**src/hw/pc_mux_pkg.sv**
```systemverilog
////////////////////////////////////////////////////////////////////////////
// PC source encodings for the next-PC selector
// Control and address source structs seen by one replica
////////////////////////////////////////////////////////////////////////////

package pc_mux_pkg;

        // Instruction address
        typedef logic [31:0] addr_t;

        // Low address bits below the machine trap base
        localparam int unsigned TRAP_OFFSET_W = 8;

        // Next-PC source, same codes as the core's PC mux
        typedef enum logic [3:0] {
                PC_BOOT      = 4'b0000,
                PC_FENCEI    = 4'b0001,
                PC_JUMP      = 4'b0010,
                PC_BRANCH    = 4'b0011,
                PC_EXCEPTION = 4'b0100,
                PC_MRET      = 4'b0101,
                PC_DRET      = 4'b0111,
                PC_HWLOOP    = 4'b1000
        } pc_mux_e;

        // Target inside the exception path
        typedef enum logic [2:0] {
                EXC_PC_EXCEPTION = 3'b000,
                EXC_PC_IRQ       = 3'b001,
                EXC_PC_DBD       = 3'b010,
                EXC_PC_DBE       = 3'b011
        } exc_pc_mux_e;

        // Control of one replica
        typedef struct packed {
                logic        pc_set;
                pc_mux_e     pc_mux;
                exc_pc_mux_e exc_pc_mux;
                logic [4:0]  m_exc_vec;
        } pc_ctrl_t;

        // Address sources of one replica
        typedef struct packed {
                addr_t                      boot_addr;
                addr_t                      jump_target_id;
                addr_t                      jump_target_ex;
                addr_t                      dm_halt_addr;
                addr_t                      dm_exception_addr;
                addr_t                      mepc;
                addr_t                      depc;
                addr_t                      hwlp_target;
                addr_t                      pc_id;
                logic [31-TRAP_OFFSET_W:0]  m_trap_base_addr;
        } pc_src_t;

endpackage

```
**src/hw/next_pc_select.sv**
```systemverilog
////////////////////////////////////////////////////////////////////////////
// Next-PC selection for one replica
// Also raises the mtvec init strobe on a boot PC set
////////////////////////////////////////////////////////////////////////////

module next_pc_select (
        input  pc_mux_pkg::pc_ctrl_t ctrl_i,
        input  pc_mux_pkg::pc_src_t  src_i,
        output pc_mux_pkg::addr_t    next_pc_o,
        output logic                 mtvec_init_o
);

        pc_mux_pkg::addr_t boot_pc;
        pc_mux_pkg::addr_t exc_pc;

        // Boot address is forced to a word boundary
        assign boot_pc = {src_i.boot_addr[31:2], 2'b00};

        // Exception, interrupt and debug targets
        always_comb begin
                case (ctrl_i.exc_pc_mux)
                        pc_mux_pkg::EXC_PC_EXCEPTION: begin
                                exc_pc = {src_i.m_trap_base_addr,
                                          {pc_mux_pkg::TRAP_OFFSET_W{1'b0}}};
                        end
                        pc_mux_pkg::EXC_PC_IRQ: begin
                                // Vectored mode, one word per cause
                                exc_pc = {src_i.m_trap_base_addr, 1'b0,
                                          ctrl_i.m_exc_vec, 2'b00};
                        end
                        pc_mux_pkg::EXC_PC_DBD: exc_pc = src_i.dm_halt_addr;
                        pc_mux_pkg::EXC_PC_DBE: exc_pc = src_i.dm_exception_addr;
                        default:                exc_pc = src_i.dm_halt_addr;
                endcase
        end

        // Main PC mux
        always_comb begin
                case (ctrl_i.pc_mux)
                        pc_mux_pkg::PC_BOOT:      next_pc_o = boot_pc;
                        pc_mux_pkg::PC_JUMP:      next_pc_o = src_i.jump_target_id;
                        pc_mux_pkg::PC_BRANCH:    next_pc_o = src_i.jump_target_ex;
                        pc_mux_pkg::PC_EXCEPTION: next_pc_o = exc_pc;
                        pc_mux_pkg::PC_MRET:      next_pc_o = src_i.mepc;
                        pc_mux_pkg::PC_DRET:      next_pc_o = src_i.depc;
                        pc_mux_pkg::PC_HWLOOP:    next_pc_o = src_i.hwlp_target;
                        // Refetch the instruction after FENCE.I
                        pc_mux_pkg::PC_FENCEI:    next_pc_o = src_i.pc_id + 32'd4;
                        default:                  next_pc_o = boot_pc;
                endcase
        end

        assign mtvec_init_o = ctrl_i.pc_set && (ctrl_i.pc_mux == pc_mux_pkg::PC_BOOT);

endmodule

```
**config.mk**
```make
export PLATFORM = sky130hd
export DESIGN_NAME = next_pc_select
export DESIGN_NICKNAME = d
export VERILOG_FILES = /design/src/hw/pc_mux_pkg.sv /design/src/hw/next_pc_select.sv
export SDC_FILE = /design/constraint.sdc
export NUM_CORES = 1
export LEC_CHECK = 0
export BUFFER_PORTS_ARGS = -buffer_cell sky130_fd_sc_hd__buf_2
export CAP_MARGIN = 30
export CORE_AREA = 8 8 134 136
export DETAILED_ROUTE_END_ITERATION = 10
export DIE_AREA = 0 0 142 144
export GPL_TIMING_DRIVEN = 0
export PLACE_DENSITY = 0.49
export SETUP_SLACK_MARGIN = 0.05
export SYNTH_ARGS = -nofsm -noshare
export SYNTH_HDL_FRONTEND = slang
export SYNTH_SLANG_ARGS = --single-unit
export TNS_END_PERCENT = 100
```
**constraint.sdc**
```tcl
create_clock -name vclk -period 5
set_input_delay 0.5 -clock vclk [all_inputs]
set_output_delay 0.5 -clock vclk [all_outputs]
set_load 0.02 [all_outputs]
```
==> results.md <==
- Outcome: completed
- Critical path class: in2out
- Final hold vios: 0
- Number of global-route vias before repair: 5436
- # Post-CTS Setup Buffers: 0
- CP arrival: 3.00 ns
- Switching Power: 277 µW
- Initial drt markers: 414
- Remaining antenna violation count after routing: 0
- Logic pwr share: 100.0%
- Die height: 144 µm
- Vias/cell: 5.22
- Critical path startpoint category: primary input
- Fmax: 0.286 GHz
- Post-synthesis cell area: 3100 µm²
- Syn. warnings: 0
- # fillers: 1864
- GP Congestion: 0.926
- Min Tclk post-route: 3.50 ns
- Crit-path max FO: 10
- Final instance area: 5170 µm²
- Clock share of power: 0%
- Gr ovfl total: 0
- VDD IR-drop max: 0.0401 mV
- Starting density of the core: 19.3%
- RSZ-0062 raised after global routing: false
- WL/cell: 24.7 µm
- Met3 Usage GRT: 3.83%
- Post-Place Cells: 1043
- Met2 GRT Util: 40.2%
- DR vias: 5447
- Delay-heaviest family, CP: buffers and inverters
- Core Area: 16100 µm²
- Sequential share of power: 0%
- Port bufs: 351
- Setup TNS: 0 ns
- Hold Path Class: in2out
- Area delta synth->final: 66.9%
- Total GRT Usage: 23.3%
- Final setup margin: 1.50 ns
- Hold Buf Count CTS: 0
- Slew margin rel.: 37.0%
- Synth area leaders: mux2i_1 16%, o221ai_1 8.5%, o22a_1 7.6%
- I/O Pins: 358
- Share of cells above drive strength 1: 44.8%
- Syn_nets: 795
- Nets: 1151
- Post-synthesis sequential area ratio: 0%
- Number of max-cap violations: 0
- Max stage delay cell, worst path: nand3b_1
- Sw frac: 56.7%
- Post-CTS resize count: 0
- Max incr delay on CP: 0.47 ns
- Fin util: 32.2%
- Die Area: 20400 µm²
- Slew Limit Fails: 0
- Busiest grt layer: met2
- Internal: 211 µW
- Post-placement setup slack: 1.45 ns
- Final WL: 25800 µm
- CP bufs+invs: 4
- Met1 Use GR: 30.9%
- Hold Slack: 1.34 ns
- Fin cells: 1044
- Seq cells: 0
- PD cells: 94.3 nW/µm²
- Die W: 142 µm
- # rows: 47
- Largest net degree at the start of global routing: 11
- Post-synth top area share: 16.5%
- Tcrit/Tclk final: 70.0%
- Crit-path cells: buf_2 > clkbuf_1 > nand3b_1 > clkbuf_1 > o22ai_1 > a21oi_1 > nand3_1 > o22a_1 > buf_2
- DPL Wire Length: 22200 µm
- DR pass1 iterations: 5
- Initial antenna violation count: 1
- Final setup violating endpoints: 0
- Final Power: 488 µW
- Cell count after synthesis: 469
- Yosys cell types: 51
- First-pass GRT wire length: 35500 µm
- Multi-input logic area: 2870 µm²
- Synth area leader: mux2i_1
- Mapped Avg Cell Area: 6.60 µm²
- Register area: 0 µm²
- Kind of end point of the critical path: output port
- Tightest Pin Transition: 0.944 ns
- Clkbuf count: 0
- Area after DPL: 5160 µm²
- Top post-synthesis cells by count: 51 x mux2i_1, 51 x nor2_1, 37 x clkbuf_1
- DRC: 0
- Required time of the critical path: 4.50 ns
- Leakage: 2.41 nW
[tightest hold or removal path, stage by stage]
cell	delay, ns
buf_2	0.08
o32a_1	0.11
buf_2	0.16
[layout make-up]
class / count / area share [%]
tap: 220 / 5.33
buffer: 50 / 3.95
antenna: 1 / 0.0484
inverter: 7 / 0.508
multi-input combinational: 412 / 55.5
timing repair buffer: 354 / 34.7
[final timing paths]
kind / from / to / slack (ns) / depth (start not counted)
setup / recovery: ctrl_i[11] / next_pc_o[11] / 1.50 / 9
hold / removal: src_i[297] / next_pc_o[17] / 1.34 / 3
[power groups by stage]
stage	Clock [mW]	Combinational, mW	Sequential, mW
floorplan	0	0.228	0
global placement	0	0.484	0
detailed placement	0	0.485	0
CTS	0	0.487	0
global route	0	0.526	0
finish	0.0000000269	0.488	0
[per-layer routing]
| metal | vias up | wire length [µm] |
|---|---|---|
| met2 | 257 | 12600 |
| li1 | 2598 | - |
| met5 | - | 10 |
| met1 | 2577 | 11100 |
| met4 | 2 | 128 |
| met3 | 13 | 1970 |
[cell families after synthesis]
family,count (synthesis),share of synthesized area [%]
adder cells (fa/ha/maj),1,0.404
multiplexers,53,17.2
AND/OR/NAND/NOR,146,24.1
XOR/XNOR,21,5.94
AO/OA/AOI/OAI,191,44.9
buffers and inverters,57,7.43
[layout by cell type (no fill, tap or decap), types with 11 or more instances in the layout]
cell type / synthesis / routed
nor2_1: 51 / 51
nand3_1: 11 / 11
o22a_1: 27 / 27
xnor2_1: 16 / 16
o21ai_0: 14 / 14
mux2i_1: 51 / 51
o22ai_1: 27 / 27
a21oi_1: 36 / 36
o221ai_1: 30 / 30
a22oi_1: 11 / 11
buf_2: 7 / 358
clkbuf_1: 37 / 37
nand2_1: 29 / 29
Power figures use the tool's default switching activity.
