## src/hw/tmr_pkg.sv

```systemverilog
////////////////////////////////////////////////////////////////////////////
// Replica count and mask type for triple modular redundancy
// Status word reported by each majority voter
////////////////////////////////////////////////////////////////////////////

package tmr_pkg;

        // Number of redundant copies
        localparam int unsigned REPLICAS = 3;

        // One bit per replica
        typedef logic [REPLICAS-1:0] replica_mask_t;

        // Voter outcome
        typedef struct packed {
                // Replicas that disagreed with the voted value
                replica_mask_t block_err;
                logic          detected;
                logic          corrected;
        } vote_status_t;

endpackage

```

## src/hw/breakage_counter.sv

```systemverilog
////////////////////////////////////////////////////////////////////////////
// Saturating up/down error counter for one replica
// Sticky broken flag set on threshold or by software
////////////////////////////////////////////////////////////////////////////

module breakage_counter #(
        parameter int unsigned INCREMENT = 4,
        parameter int unsigned DECREMENT = 1,
        parameter int unsigned THRESHOLD = 16,
        parameter int unsigned COUNT_W   = 6
) (
        input  logic clk,
        input  logic arst_n_i,
        input  logic err_i,
        input  logic set_broken_i,
        output logic is_broken_o
);

        localparam logic [COUNT_W:0] INC_EXT = (COUNT_W + 1)'(INCREMENT);
        localparam logic [COUNT_W:0] DEC_EXT = (COUNT_W + 1)'(DECREMENT);
        localparam logic [COUNT_W:0] CNT_MAX = {1'b0, {COUNT_W{1'b1}}};

        logic [COUNT_W-1:0] count_q;
        logic [COUNT_W-1:0] count_n;
        logic [COUNT_W:0]   count_up;

        // One extra bit catches overflow before saturation
        assign count_up = {1'b0, count_q} + INC_EXT;

        always_comb begin
                if (err_i) begin
                        count_n = (count_up > CNT_MAX) ? COUNT_W'(CNT_MAX) : COUNT_W'(count_up);
                end else if ({1'b0, count_q} < DEC_EXT) begin
                        count_n = '0;
                end else begin
                        count_n = count_q - COUNT_W'(DEC_EXT);
                end
        end

        always_ff @(posedge clk or negedge arst_n_i) begin
                if (!arst_n_i) begin
                        count_q     <= '0;
                        is_broken_o <= 1'b0;
                end else begin
                        count_q <= count_n;
                        // Once broken, stays broken until reset
                        if (set_broken_i || (count_n >= THRESHOLD)) begin
                                is_broken_o <= 1'b1;
                        end
                end
        end

endmodule

```

## src/hw/tmr_health_monitor.sv

```systemverilog
////////////////////////////////////////////////////////////////////////////
// Merges the voter statuses into top-level error flags
// Holds one breakage counter per replica
////////////////////////////////////////////////////////////////////////////

module tmr_health_monitor #(
        parameter int unsigned INCREMENT = 4,
        parameter int unsigned DECREMENT = 1,
        parameter int unsigned THRESHOLD = 16,
        parameter int unsigned COUNT_W   = 6
) (
        input  logic                   clk,
        input  logic                   arst_n_i,
        input  tmr_pkg::vote_status_t  addr_status_i,
        input  tmr_pkg::vote_status_t  init_status_i,
        input  tmr_pkg::replica_mask_t set_broken_i,
        output tmr_pkg::replica_mask_t is_broken_o,
        output logic                   err_detected_o,
        output logic                   err_corrected_o
);

        // A replica errs if it lost either vote
        tmr_pkg::replica_mask_t replica_err;

        assign replica_err     = addr_status_i.block_err | init_status_i.block_err;
        assign err_detected_o  = addr_status_i.detected | init_status_i.detected;
        assign err_corrected_o = addr_status_i.corrected | init_status_i.corrected;

        for (genvar r = 0; r < tmr_pkg::REPLICAS; r++) begin : g_counter
                breakage_counter #(
                        .INCREMENT (INCREMENT),
                        .DECREMENT (DECREMENT),
                        .THRESHOLD (THRESHOLD),
                        .COUNT_W   (COUNT_W)
                ) u_breakage_counter (
                        .clk          (clk),
                        .arst_n_i     (arst_n_i),
                        .err_i        (replica_err[r]),
                        .set_broken_i (set_broken_i[r]),
                        .is_broken_o  (is_broken_o[r])
                );
        end

endmodule

```

## config.mk

```make
export PLATFORM = sky130hd
export DESIGN_NAME = tmr_health_monitor
export DESIGN_NICKNAME = d
export VERILOG_FILES = /design/src/hw/tmr_pkg.sv /design/src/hw/breakage_counter.sv /design/src/hw/tmr_health_monitor.sv
export SDC_FILE = /design/constraint.sdc
export NUM_CORES = 1
export LEC_CHECK = 0
export ABC_AREA = 1
export BUFFER_PORTS_ARGS = -buffer_cell sky130_fd_sc_hd__buf_4
export CAP_MARGIN = 30
export CORE_UTILIZATION = 50
export DETAILED_ROUTE_END_ITERATION = 10
export PLACE_DENSITY = 0.7
export SLEW_MARGIN = 20
export SYNTH_ARGS = -nofsm -noshare
export SYNTH_HDL_FRONTEND = slang
export SYNTH_SLANG_ARGS = --single-unit
```

## constraint.sdc

```tcl
create_clock -name clk -period 1.7 [get_ports clk]
set_input_delay 0.425 -clock clk [delete_from_list [all_inputs] [get_ports clk]]
set_output_delay 0.425 -clock clk [all_outputs]
set_load 0.01 [all_outputs]
```

==> impl_metrics.json <==
{
  "status": "finished, final reports clean",
  "synthFlopType": "dfrtp_1",
  "maxCapViolCount": 0,
  "drc": 0,
  "critical_path_arrival_ns": 1.79,
  "grt_pass1_vias": 1220,
  "die_y_um": 58.6,
  "power.leakage_nw": 1.03,
  "post-dp-hpwl_um": 2170,
  "finalNetCount": 282,
  "place_inst": 283,
  "ios": 20,
  "yosysTopAreaCellShare_pct": 32.8,
  "worstMarginPinSlew_ns": 0.272,
  "synthTopCellsByArea": "dfrtp_1, nand2_1, ha_1",
  "cp_common_cell": "nand2_1",
  "finalHoldViolations": 0,
  "synth_seq_area_share_pct": 32.8,
  "dpl_cell_area_mm2": 0.00178,
  "grt_overflow": 0,
  "grt_max_degree": 22,
  "post_drt_wl_per_cell_um": 9.73,
  "synth-simple-area-share_pct": 34.4,
  "via_count": 1393,
  "critPathMaxStageDelay_ns": 0.43,
  "grt_pass1_wl_um": 4990,
  "path_class": "reg -> reg",
  "fp.dieW_um": 58.6,
  "yosys_warnings": 0,
  "cts-root-buf": "clkbuf_4",
  "cts_tree": "built",
  "finalCritPeriodShare_pct": 91.0,
  "layout_min_cycle_time_ns": 1.55,
  "cts_made_buffers": 3,
  "endpoint_kind": "register",
  "drt_wl_total_um": 2870,
  "ys_seq_elements": 21,
  "antenna_found_initial": 0,
  "final_util_pct": 61.4,
  "whs_ns": 0.403,
  "p_int_w": 0.00159,
  "drive_gt1_share_pct": 19.9,
  "synthMuxAreaShare_pct": 0,
  "synth_nets": 253,
  "critPathSlowestCell": "dfrtp_2",
  "p_comb_share_pct": 57.8,
  "n_antenna_cell": 0,
  "fin_area_mm2": 0.00187,
  "relSlewSlack_pct": 81.8,
  "path_cells": "inv_1, ha_1, nand3_1, nor2_1, nand3_1, nand2_1, nand2_1, nand2_1, nand2_1, nand3_1",
  "critPathLaunchType": "register",
  "path_clk_slew_ns": 0.12,
  "drtPass1Iterations": 4,
  "p_per_area_mw_per_mm2": 1610,
  "ant_nets": 0,
  "clock-sinks": 21,
  "synth_area_per_cell_um2": 7.18,
  "stdcell_count": 295,
  "synth_edf_count": 0,
  "synth_common_cells": "nand2_1, inv_1, dfrtp_1, nand3_1, nor2_1",
  "synth_area_leader_cell": "dfrtp_1",
  "synthAdderAreaFrac_pct": 11.7,
  "num_rows": 20,
  "drt_iter0_markers": 64,
  "finClkSkew_ns": 0.00838,
  "finalSetupViolCount": 0,
  "core_region_area_mm2": 0.00305,
  "syn_to_final_growth_pct": 17.1,
  "fmax_ghz": 0.647,
  "p_switching_w": 0.00142,
  "place_congestion": 0.844,
  "h-tree-depth": 1,
  "fp.dieArea_mm2": 0.00343,
  "syn-instance-count": 223,
  "synth_top_family_by_area": "simple AND/OR/NAND/NOR gates",
  "yosysMostFrequentCell": "nand2_1",
  "p_clk_share_pct": 7.9,
  "grt_util_all_layers_pct": 18.8,
  "start_util_pct": 52.4,
  "worstSkewPairLatency_ns": 0.30,
  "synth_compound_area_share_pct": 3.13,
  "viasPerCell": 4.72,
  "synthArstFlopShare_pct": 100,
  "yosysUniqueCellTypes": 17,
  "clockBufferDepth": 2,
  "critPathRequiredTime_ns": 1.94,
  "crit_fanout": 6,
  "synthXorXnorAreaFrac_pct": 7.66,
  "port_buffers": 19,
  "synth.cell_area_mm2": 0.00160,
  "power_frac_seq_pct": 34.4,
  "slew_viol_final": 0,
  "irDropWorstVdd_v": 0.000803,
  "finalPower_w": 0.00301,
  "power.share.switching_pct": 47.2,
  "hold_path_class": "in -> reg"
}
[metal layers]
metal	global-route usage (%)	routed length, um
met5	0	0
met4	4.08	15
met1	24.7	1370
met2	31.5	1370
met3	4.62	107
[registers in the layout, summed over array words and instances (netlist names)]
| signal | flops |
|---|---|
| g_counter.u_breakage_counter.count_q | 18 |
| g_counter.u_breakage_counter.is_broken_o | 3 |
[worst max-delay path: cells and delay by family, from the launching register on]
family / cells / cell delay [ns]
and+or+nand+nor: 8 / 0.68
DFF: 1 / 0.43
adders and majority gates: 1 / 0.30
buffers and inverters: 1 / 0.09
[power groups by stage]
stage               combinational (W)  clock [W]  sequential, W
finish                        0.00174   0.000237        0.00103
global route                  0.00201   0.000274        0.00108
CTS                           0.00158   0.000245        0.00104
detailed placement            0.00157          0        0.00105
global placement              0.00156          0        0.00105
floorplan                     0.00137          0       0.000931
[final timing paths]
path,to,slack [ns],startpoint,depth (start not counted)
max in group asynchronous,g_counter[1].u_breakage_counter.count_q[3],0.95,arst_n_i,2
worst min register to register,g_counter[2].u_breakage_counter.count_q[0],0.48,g_counter[2].u_breakage_counter.count_q[0],1
worst min-delay path,g_counter[0].u_breakage_counter.is_broken_o,0.40,set_broken_i[0],4
min in group asynchronous,g_counter[0].u_breakage_counter.count_q[0],0.52,arst_n_i,2
worst max register to register,g_counter[1].u_breakage_counter.is_broken_o,0.15,g_counter[1].u_breakage_counter.count_q[3],10
worst max-delay path,g_counter[1].u_breakage_counter.is_broken_o,0.15,g_counter[1].u_breakage_counter.count_q[3],10
[cells in the final DEF (no fill, tap or decap)]
cell / n
buf_4: 28
bufinv_8: 1
clkbuf_1: 1
clkbuf_4: 3
dfrtp_1: 15
dfrtp_2: 6
dlygate4sd3_1: 1
ha_1: 15
inv_1: 27
inv_2: 2
nand2_1: 71
nand2_2: 4
nand2b_1: 3
nand3_1: 21
nand3_2: 1
nand4_1: 4
nor2_1: 19
o21ai_1: 10
or2_2: 5
xnor2_1: 5
xor2_1: 9
[through the flow]
stage	TNS (ns)	worst slack, ns
3_3_place_gp	0	0.0910
4_1_cts	0	0.0546
5_1_grt	-0.0155	-0.0114
3_5_place_dp	0	0.0895
6_report	0	0.153
2_1_floorplan	0	0.255
[layout make-up]
type	count	area, um^2
fill	303	1180
clock buffer	4	26.3
inverter	30	126
tap	44	55.1
sequential	21	533
multi-input combinational	167	913
timing repair buffer	29	220
[cells by family after synthesis]
| logic type | count (synthesis) |
|---|---|
| AO/OA/AOI/OAI | 10 |
| XOR/XNOR | 14 |
| adder cells (fa/ha/maj) | 15 |
| buffers and inverters | 35 |
| flip-flops | 21 |
| AND/OR/NAND/NOR | 128 |
[timing repair]
action,CTS,global route
gates resized for setup,0,7
setup endpoints to repair,0,15
endpoints found under the hold margin,21,0
buffers inserted,0,7
hold buffers,1,0
No activity file was read; power rests on OpenSTA's default activity.
